File: src/rtl/tx_pkg.sv
package tx_pkg;

    // Parallel word from the source
    typedef logic [15:0] word_t;

    // One quarter-rate group of four bits
    typedef logic [3:0] nibble_t;

    // Bit position within a word
    typedef logic [3:0] cnt_t;

    // Quarter phases in send order
    typedef enum logic [1:0] {
        ph_q  = 2'd0,  // Nibble bit 0, load point
        ph_i  = 2'd1,  // Nibble bit 1
        ph_qb = 2'd2,  // Nibble bit 2
        ph_ib = 2'd3   // Nibble bit 3
    } qphase_e;

    // Delay code width used unless the top level overrides it
    localparam int DELAY_W_DEF = 4;

endpackage

File: src/rtl/input_divider.sv
`timescale 1ns/1ns
`default_nettype none

module input_divider (
    input  wire logic mdll_clk,   // Bit-rate clock
    input  wire logic rst_n,
    input  wire logic en,         // Divider enable
    output logic      word_load,  // One pulse per 16 bits
    output logic      nib_load,   // One pulse per 4 bits
    output logic      run         // Datapath active level
);

    import tx_pkg::*;

    cnt_t cnt;  // Bit position within the word

    // Counts bits while enabled
    always_ff @(posedge mdll_clk or negedge rst_n) begin
        if (!rst_n) begin
            cnt <= '0;
        end else if (!en) begin
            cnt <= '0;  // Parked so restart lines up again
        end else begin
            cnt <= cnt + cnt_t'(1);  // Wraps every 16 bits
        end
    end

    // Last bit slot of the word
    assign word_load = en && (cnt == cnt_t'(15));

    // Last bit slot of each nibble
    // Coincides with word_load once per word
    assign nib_load = en && (cnt[1:0] == 2'b11);

    // Output gate for the delay line
    // Registered copy of en, drops one cycle after en
    always_ff @(posedge mdll_clk or negedge rst_n) begin
        if (!rst_n) begin
            run <= 1'b0;
        end else begin
            run <= en;
        end
    end

endmodule

`default_nettype wire

File: src/rtl/hr_16t4_mux.sv
`timescale 1ns/1ns
`default_nettype none

module hr_16t4_mux (
    input  wire logic          mdll_clk,
    input  wire logic          rst_n,
    input  wire tx_pkg::word_t din,        // Parallel word, valid at word_load
    input  wire logic          word_load,  // Capture strobe
    input  wire logic          nib_load,   // Nibble strobe from divider
    output tx_pkg::nibble_t    nib         // Quarter-rate group to the 4:1 mux
);

    import tx_pkg::*;

    word_t      reorder;   // din in tree layout
    word_t      word_q;    // Captured word
    logic [1:0] seq;       // Nibble index within the word
    logic [1:0] grp;       // Group for this index
    logic       nib_stb;   // nib_load one cycle late
    nibble_t    grp_bits;  // Selected group

    // Tree layout, sequence s bit b goes to slot 4*b + bitrev(s)
    // So group 0 holds din[15:12], group 2 din[11:8] and so on
    always_comb begin
        reorder = '0;
        for (int s = 0; s < 4; s++) begin
            for (int b = 0; b < 4; b++) begin
                reorder[4*b + 2*(s%2) + s/2] = din[15 - 4*s - b];
            end
        end
    end

    // Index 0,1,2,3 maps to group 0,2,1,3
    assign grp = {seq[0], seq[1]};

    // Group n holds slots n, n+4, n+8, n+12
    always_comb begin
        for (int j = 0; j < 4; j++) begin
            grp_bits[j] = word_q[4*j + grp];
        end
    end

    always_ff @(posedge mdll_clk or negedge rst_n) begin
        if (!rst_n) begin
            word_q  <= '0;
            seq     <= '0;
            nib_stb <= 1'b0;
            nib     <= '0;
        end else begin
            nib_stb <= nib_load;  // Lets word_q settle first
            if (word_load) begin
                word_q <= reorder;
                seq    <= '0;  // New word starts at group 0
            end else if (nib_stb) begin
                seq <= seq + 2'd1;
            end
            // First group one cycle after capture
            if (nib_stb) begin
                nib <= grp_bits;
            end
        end
    end

endmodule

`default_nettype wire

File: src/rtl/qr_4t1_mux.sv
`timescale 1ns/1ns
`default_nettype none

module qr_4t1_mux (
    input  wire logic            mdll_clk,
    input  wire logic            rst_n,
    input  wire tx_pkg::nibble_t nib,       // Group from the 16:4 stage
    input  wire logic            nib_load,  // Phase alignment strobe
    output logic                 bit_out    // Serial bit stream
);

    import tx_pkg::*;

    qphase_e phase;  // Current quarter phase
    nibble_t hold;   // Nibble being sent

    // nib_load marks the last slot of a nibble period
    // so the phase walks ph_ib then ph_q while the next group settles
    always_ff @(posedge mdll_clk or negedge rst_n) begin
        if (!rst_n) begin
            phase <= ph_q;
        end else if (nib_load) begin
            phase <= ph_ib;  // Realign to the divider
        end else begin
            phase <= qphase_e'(phase + 2'd1);  // q, i, qb, ib
        end
    end

    // Bit 0 goes straight from nib, the rest from hold
    always_ff @(posedge mdll_clk or negedge rst_n) begin
        if (!rst_n) begin
            hold    <= '0;
            bit_out <= 1'b0;
        end else if (phase == ph_q) begin
            hold    <= nib;     // Grab new group
            bit_out <= nib[0];  // One cycle from nibble to bit
        end else begin
            bit_out <= hold[phase];
        end
    end

endmodule

`default_nettype wire

File: src/rtl/bit_delay_line.sv
`timescale 1ns/1ns
`default_nettype none

module bit_delay_line #(
    parameter int DELAY_W = tx_pkg::DELAY_W_DEF  // Code width, 1 to 6
) (
    input  wire logic               mdll_clk,
    input  wire logic               rst_n,
    input  wire logic               bit_in,      // Serial stream from 4:1 mux
    input  wire logic               run,         // Output enable level
    input  wire logic [DELAY_W-1:0] phase_code,  // Whole-bit delay request
    input  wire logic               ctl_valid,   // Code update strobe
    output logic                    dout_p,
    output logic                    dout_n
);

    // Taps 0 to 2^DELAY_W-1, tap 0 is the undelayed input
    localparam int NTAP = 2**DELAY_W;

    logic [DELAY_W-1:0] code;   // Active delay code
    logic [NTAP-1:1]    line;   // line[k] is bit_in from k cycles ago
    logic [NTAP-1:0]    taps;   // All delay taps
    logic               bit_q;  // Retimed output bit

    assign taps = {line, bit_in};

    // Takes effect on the very next bit
    always_ff @(posedge mdll_clk or negedge rst_n) begin
        if (!rst_n) begin
            code <= '0;
        end else if (ctl_valid) begin
            code <= phase_code;
        end
    end

    always_ff @(posedge mdll_clk or negedge rst_n) begin
        if (!rst_n) begin
            line <= '0;
        end else begin
            line <= taps[NTAP-2:0];  // Shift by one bit
        end
    end

    // Single output register, total latency 1 + code
    always_ff @(posedge mdll_clk or negedge rst_n) begin
        if (!rst_n) begin
            bit_q <= 1'b0;
        end else begin
            bit_q <= taps[code];
        end
    end

    // Both legs low when idle
    // run and bit_q are both flops, so the pair stays clean
    assign dout_p = run & bit_q;
    assign dout_n = run & ~bit_q;  // Complement of the same stream

endmodule

`default_nettype wire

File: src/rtl/tx_top.sv
`timescale 1ns/1ns
`default_nettype none

module tx_top #(
    parameter int DELAY_W = tx_pkg::DELAY_W_DEF  // Delay code width
) (
    input  wire logic               mdll_clk,    // Bit-rate clock
    input  wire logic               rst_n,
    input  wire logic               en,          // Transmit enable
    input  wire tx_pkg::word_t      din,         // Parallel word from source
    input  wire logic [DELAY_W-1:0] phase_code,  // Whole-bit output delay
    input  wire logic               ctl_valid,   // Loads phase_code
    output logic                    word_req,    // Source updates din here
    output logic                    dout_p,      // Serial data out
    output logic                    dout_n       // Inverted serial data out
);

    import tx_pkg::*;

    logic    nib_load;  // Quarter-rate strobe
    logic    run;       // Datapath active
    nibble_t nib;       // 16:4 to 4:1 group
    logic    bit_s;     // Serial bit before delay

    // Word and nibble timing
    input_divider i_input_divider (
        .mdll_clk  (mdll_clk),
        .rst_n     (rst_n),
        .en        (en),
        .word_load (word_req),  // Capture edge doubles as request
        .nib_load  (nib_load),
        .run       (run)
    );

    // Word capture, reorder and nibble split
    hr_16t4_mux i_hr_16t4_mux (
        .mdll_clk  (mdll_clk),
        .rst_n     (rst_n),
        .din       (din),
        .word_load (word_req),
        .nib_load  (nib_load),
        .nib       (nib)
    );

    // Nibble to bit serializer
    qr_4t1_mux i_qr_4t1_mux (
        .mdll_clk (mdll_clk),
        .rst_n    (rst_n),
        .nib      (nib),
        .nib_load (nib_load),
        .bit_out  (bit_s)
    );

    // Programmable delay and output pair
    bit_delay_line #(
        .DELAY_W (DELAY_W)
    ) i_bit_delay_line (
        .mdll_clk   (mdll_clk),
        .rst_n      (rst_n),
        .bit_in     (bit_s),
        .run        (run),
        .phase_code (phase_code),
        .ctl_valid  (ctl_valid),
        .dout_p     (dout_p),
        .dout_n     (dout_n)
    );

endmodule

`default_nettype wire

File: config.mk
export PLATFORM = sky130hd
export DESIGN_NAME = tx_top
export DESIGN_NICKNAME = d
export VERILOG_FILES = /design/src/rtl/tx_pkg.sv /design/src/rtl/input_divider.sv /design/src/rtl/hr_16t4_mux.sv /design/src/rtl/qr_4t1_mux.sv /design/src/rtl/bit_delay_line.sv /design/src/rtl/tx_top.sv
export SDC_FILE = /design/constraint.sdc
export NUM_CORES = 1
export LEC_CHECK = 0
export ABC_AREA = 1
export ABC_CLOCK_PERIOD_IN_PS = 1350
export BUFFER_PORTS_ARGS = -buffer_cell sky130_fd_sc_hd__buf_2
export CAP_MARGIN = 20
export CORE_UTILIZATION = 51
export CTS_CLUSTER_DIAMETER = 100
export DETAILED_ROUTE_END_ITERATION = 10
export GPL_TIMING_DRIVEN = 1
export PLACE_DENSITY = 0.78
export SLEW_MARGIN = 40
export SYNTH_ARGS = -nofsm -noshare
export SYNTH_HDL_FRONTEND = slang
export SYNTH_SLANG_ARGS = --single-unit
File: constraint.sdc
create_clock -name mdll_clk -period 1.35 [get_ports mdll_clk]
set_clock_uncertainty 0.05 [all_clocks]
set_input_delay 0.0675 -clock mdll_clk [delete_from_list [all_inputs] [get_ports mdll_clk]]
set_output_delay 0.0675 -clock mdll_clk [all_outputs]
set_load 0.02 [all_outputs]
After elaboration in Yosys (flattened, before gate mapping)
Index checks and enable logic that the tools add are counted.
{ "word_totals": {"ff_bits": 55, "inputBits": 24, "out_inout_bits": 3, "word_cells": 50} }
{ "op_classes": {"n_addsub": 6, "order_cmp": 6, "eq_ne": 2, "mux": 17, "bitwise_logic": 3, "n_reduce_logical": 4} }
{ "op_table": {"columns": ["operator", "n"], "rows": [
  ["32-bit by 5-bit < comparator with 1-bit output, second input constant", 3],
  ["1-bit binary-select mux with 4-bit select", 4],
  ["4-bit by 2-bit adder with 5-bit output, first input constant", 2],
  ["1-bit two-way mux", 7],
  ["2-bit two-way mux", 3],
  ["2-bit by 5-bit < comparator with 1-bit output, second input constant", 1],
  ["4-bit by 5-bit < comparator with 1-bit output, second input constant", 1],
  ["2-bit by 1-bit adder with 2-bit output, second input constant", 2],
  ["3-bit by 2-bit adder with 4-bit output, first input constant", 1],
  ["4-bit by 1-bit adder with 4-bit output, second input constant", 1],
  ["1-bit binary-select mux with 2-bit select", 2],
  ["4-bit == test, second input constant", 1],
  ["4-bit two-way mux", 1],
  ["2-bit by 3-bit < comparator with 1-bit output, second input constant", 1],
  ["1-bit AND", 2],
  ["2-bit == test, second input constant", 1],
  ["1-bit logical AND", 2],
  ["2-bit logical NOT", 1],
  ["2-bit nonzero test", 1],
  ["1-bit inverter", 1]
]} }

Logic depth before layout (Yosys ltp)
{ "depth": {"word_depth": 3, "ltp_mapped": 8, "mapped_depth_nobuf": 7} }

Cells and area by module
A second synthesis with hierarchy kept.
{ "unflattened": {"cells_unflattened": 261, "hier_area_um2": 2287.2} }
{ "by_module_without_submodules": {"columns": ["module", "n_inst", "cells_per_inst", "area_per_inst_um2", "seq_area_each_um2"], "rows": [
  ["hr_16t4_mux", 1, 124, 1007.2, 575.6],
  ["bit_delay_line", 1, 82, 780.7, 500.5],
  ["qr_4t1_mux", 1, 33, 297.8, 175.2],
  ["input_divider", 1, 22, 201.4, 125.1]
]} }

Worst setup path after synthesis
No wires, ideal clock.
{ "synth_timing": {"kind": "register to register", "start": "reg i_input_divider.cnt[0]", "end": "reg i_hr_16t4_mux.word_q[12]", "setup_time_ns": 0.125, "t_arrival_ns": 1.219, "required_ns": 1.175, "path_slack_ns": -0.045, "path_stages_with_launch": 6, "n_path_buf": 1, "period_less_slack_ns": 1.395, "path_cell_list": "dfrtp_1 -> ha_1 -> nand2_2 -> nor2_8 -> buf_12 -> mux2_4"} }
{ "synth_between": {"elab_chain_len": 2} }
{ "synth_lines": {"columns": ["item", "line_no", "text"], "rows": [
  ["start, declared", "input_divider.sv:15", "cnt_t cnt;"],
  ["start signal, assigned", "input_divider.sv:24", "cnt <= cnt + cnt_t'(1);"],
  ["4-bit == test", "input_divider.sv:29", "assign word_load = en && (cnt == cnt_t'(15));"],
  ["1-bit logical AND", "input_divider.sv:29", null],
  ["end signal, assigned", "hr_16t4_mux.sv:52", "word_q <= reorder;"],
  ["end, declared", "hr_16t4_mux.sv:16", "word_t word_q;"]
]} }
No other way between the ends.
A chain may end at the register's enable or synchronous reset.

Worst setup path in the final report
{ "layout_timing": {"start": "reg i_input_divider.cnt[0]", "end": "reg i_hr_16t4_mux.word_q[8]"} }
The elaborated chain is that of the path after synthesis.

==> out/summary.txt <==
Outcome: finished, violations left
Failing checks: setup timing
Worst slew pin tran: 0.300 ns
Total grt overflow: 0
Initial antenna violation count: 0
Startpoint types: register
Area of the mapped netlist: 2250 sq um
Initial drt markers: 120
Mapped Nets: 255
Fin util: 0.715
Worst-Skew Late Latency: 0.30 ns
Vias in the first global route: 1695
Largest net degree at the start of global routing: 56
Max Cap Viol: 0
Slew headroom: 0.800
Seq cells post-synth: 55
Crit Path Class: reg2reg
Max frequency: 719 MHz
Post-DP Area: 2470 sq um
Register area share after synthesis: 0.612
First-pass GRT wire length: 7580 um
Max VDD drop: 1.09 mV
DR pass1 iterations: 4
Cts bufs inserted: 5
H-tree Lvls: 2
# port buffers: 26
Synth area leaders: dfrtp_1 61%, nand2_1 9.0%, inv_1 6.3%, o21ai_0 6.0%, nand3_1 3.1%
GRT Total Usage: 0.230
Synth warnings: 0
Row count: 23
Final min period: 1.39 ns
DRC: 0
Leakage: 1.54 nW
Critical path fanouts, max: 11
Max Slew Vio Count: 0
Reg2Reg Depth: 5
Fin area: 2940 sq um
N_diodes: 0
Drt wl/cell: 13.0 um
Place WS: -0.0465 ns
Gate count after technology mapping: 229
Final Worst Setup Slack: -0.0402 ns
Filler cell count: 290
Core area: 4120 sq um
Layout cells sized above 1: 0.218
Register area: 1380 sq um
Final GP Congestion: 0.814
Chip Height: 68.4 um
Final Hold Fails: 0
CP Data Arrival Time: 1.54 ns
Synthesized area per cell: 9.82 sq um
Antenna viol nets, final: 0
Setup violators final: 9
Num ports: 27
Initial core utilization: 0.547
Total power: 0.00443 W
Post-DR vias/cell: 4.94
CTS tree: built
Multi-input logic area: 713 sq um
Fin crit share: 1.03
Vias: 1699
Nets: 319
PwrDens: 1510 nW/um^2
RSZ-0062 raised after global routing: yes
Die area: 4680 sq um
TritonCTS Sinks: 55
Worst Hold Depth: 2
Clock-pin slew on the worst setup and hold paths: 0.09 ns
Die Width: 68.4 um
Top cell type's share of synthesized area: 0.612
Synthesis-to-layout area growth: 30.8%
Synth cell types: 22
Clk root buf: clkbuf_8
Final TNS setup: -0.224 ns
Hpwl dp: 2700 um
Crit. End Element: register
HP Class: in2reg
Critical Path RT: 1.50 ns
Max Root-Sink Buffers: 2
Routed WL: 4460 um
Dominant cell type by area after synthesis: dfrtp_1
## synthesized netlist by cell type (all sizes together)
cell,count
nand2,56
dfrtp,55
inv,39
o21ai,27
nand3,14
a21oi,8
mux2,8
buf,5
nor2,5
o211ai,4
clkbuf,2
ha,2
nor3b,1
o22ai,1
or2,1
xor2,1
## final timing paths
check                                                             to                        startpoint  slack [ns]
worst max-delay path             i_hr_16t4_mux.word_q[8]$_DFFE_PN0P_  i_input_divider.cnt[0]$_DFF_PN0_       -0.04
worst min-delay path            i_bit_delay_line.code[0]$_DFFE_PN0P_                         ctl_valid        0.02
worst max register to register   i_hr_16t4_mux.word_q[8]$_DFFE_PN0P_  i_input_divider.cnt[0]$_DFF_PN0_       -0.04
worst min register to register    i_bit_delay_line.line[1]$_DFF_PN0_    i_qr_4t1_mux.bit_out$_DFF_PN0_        0.33
max in group asynchronous       i_bit_delay_line.code[0]$_DFFE_PN0P_                             rst_n        0.76
min in group asynchronous       i_hr_16t4_mux.word_q[15]$_DFFE_PN0P_                             rst_n        0.24
## power by group
part / total, W / switching (W) / leakage [nW] / internal [W]
Sequential: 0.00230 / 0.000276 / 0.679 / 0.00202
Combinational: 0.000891 / 0.000483 / 0.794 / 0.000409
Clock: 0.00124 / 0.000500 / 0.0654 / 0.000741
## state kept, by name (all words and copies together), names as in the netlist
signal,flops
i_hr_16t4_mux.nib_stb,1
i_bit_delay_line.code,4
i_qr_4t1_mux.hold,4
i_qr_4t1_mux.bit_out,1
i_bit_delay_line.bit_q,1
i_hr_16t4_mux.word_q,16
i_hr_16t4_mux.nib,4
i_qr_4t1_mux.phase,2
i_bit_delay_line.line,15
i_input_divider.run,1
i_hr_16t4_mux.seq,2
i_input_divider.cnt,4
## final cells by class
type,count,area share
Clock buffer,6,0.0247
Tap cell,50,0.0213
Clock inverter,2,0.0204
Timing Repair Buffer,64,0.173
Sequential cell,55,0.469
Multi-Input combinational cell,128,0.242
Inverter,39,0.0498
## critical path, stage by stage, from the launching register on
cell and delay, ns:
dfrtp_1 0.40, ha_4 0.17, nand2_4 0.06, nor2_8 0.10, buf_8 0.16, mux2_2 0.34
## metal layers
metal / part of all wire / track usage / vias up
li1: - / - / 847
met1: 0.44 / 0.289 / 811
met2: 0.51 / 0.371 / 35
met3: 0.035 / 0.0667 / 6
met4: 0.013 / 0.0938 / 0
met5: 0 / 0 / -
## what timing repair did
| item | in CTS | in global routing |
|---|---|---|
| hold buffers | 25 | 0 |
| pin swaps | 2 | 0 |
| setup buffers | 5 | 1 |
| endpoints found under the hold margin | 79 | 0 |
| endpoints found under the setup margin | 9 | 21 |
| resized for setup | 6 | 7 |
## kinds of logic after synthesis
kind of cell / Yosys count / synth area share
buffers and inverters: 46 / 0.0873
DFF: 55 / 0.612
AOI/OAI and AO/OA: 40 / 0.0940
xor gates and xnor gates: 1 / 0.00389
muxes: 8 / 0.0434
adders and majority gates: 2 / 0.0111
and+or+nand+nor: 77 / 0.148
## placed cells by master, fill, tap and decap left out, types with 2 or more instances in the layout
cell type | netlist | layout
a21oi_1 | 8 | 8
buf_2 | 3 | 25
buf_4 | 1 | 10
buf_6 | 0 | 2
bufinv_16 | 0 | 2
clkbuf_8 | 0 | 5
dfrtp_1 | 55 | 53
dfrtp_2 | 0 | 2
dlygate4sd3_1 | 0 | 25
inv_1 | 38 | 37
inv_2 | 1 | 2
mux2_2 | 6 | 4
mux2_4 | 2 | 4
nand2_1 | 54 | 54
nand3_1 | 14 | 14
nor2_1 | 4 | 4
o211ai_1 | 4 | 4
o21ai_0 | 27 | 26
## through the flow
step / hold slack [ns] / cells
floorplan: -0.278 / 229
CTS: 0.00841 / 343
global route: 0.0380 / 344
detailed placement: 0.0355 / 305
finish: 0.0217 / 344
global placement: 0.0337 / 305
Power figures use the tool's default switching activity.
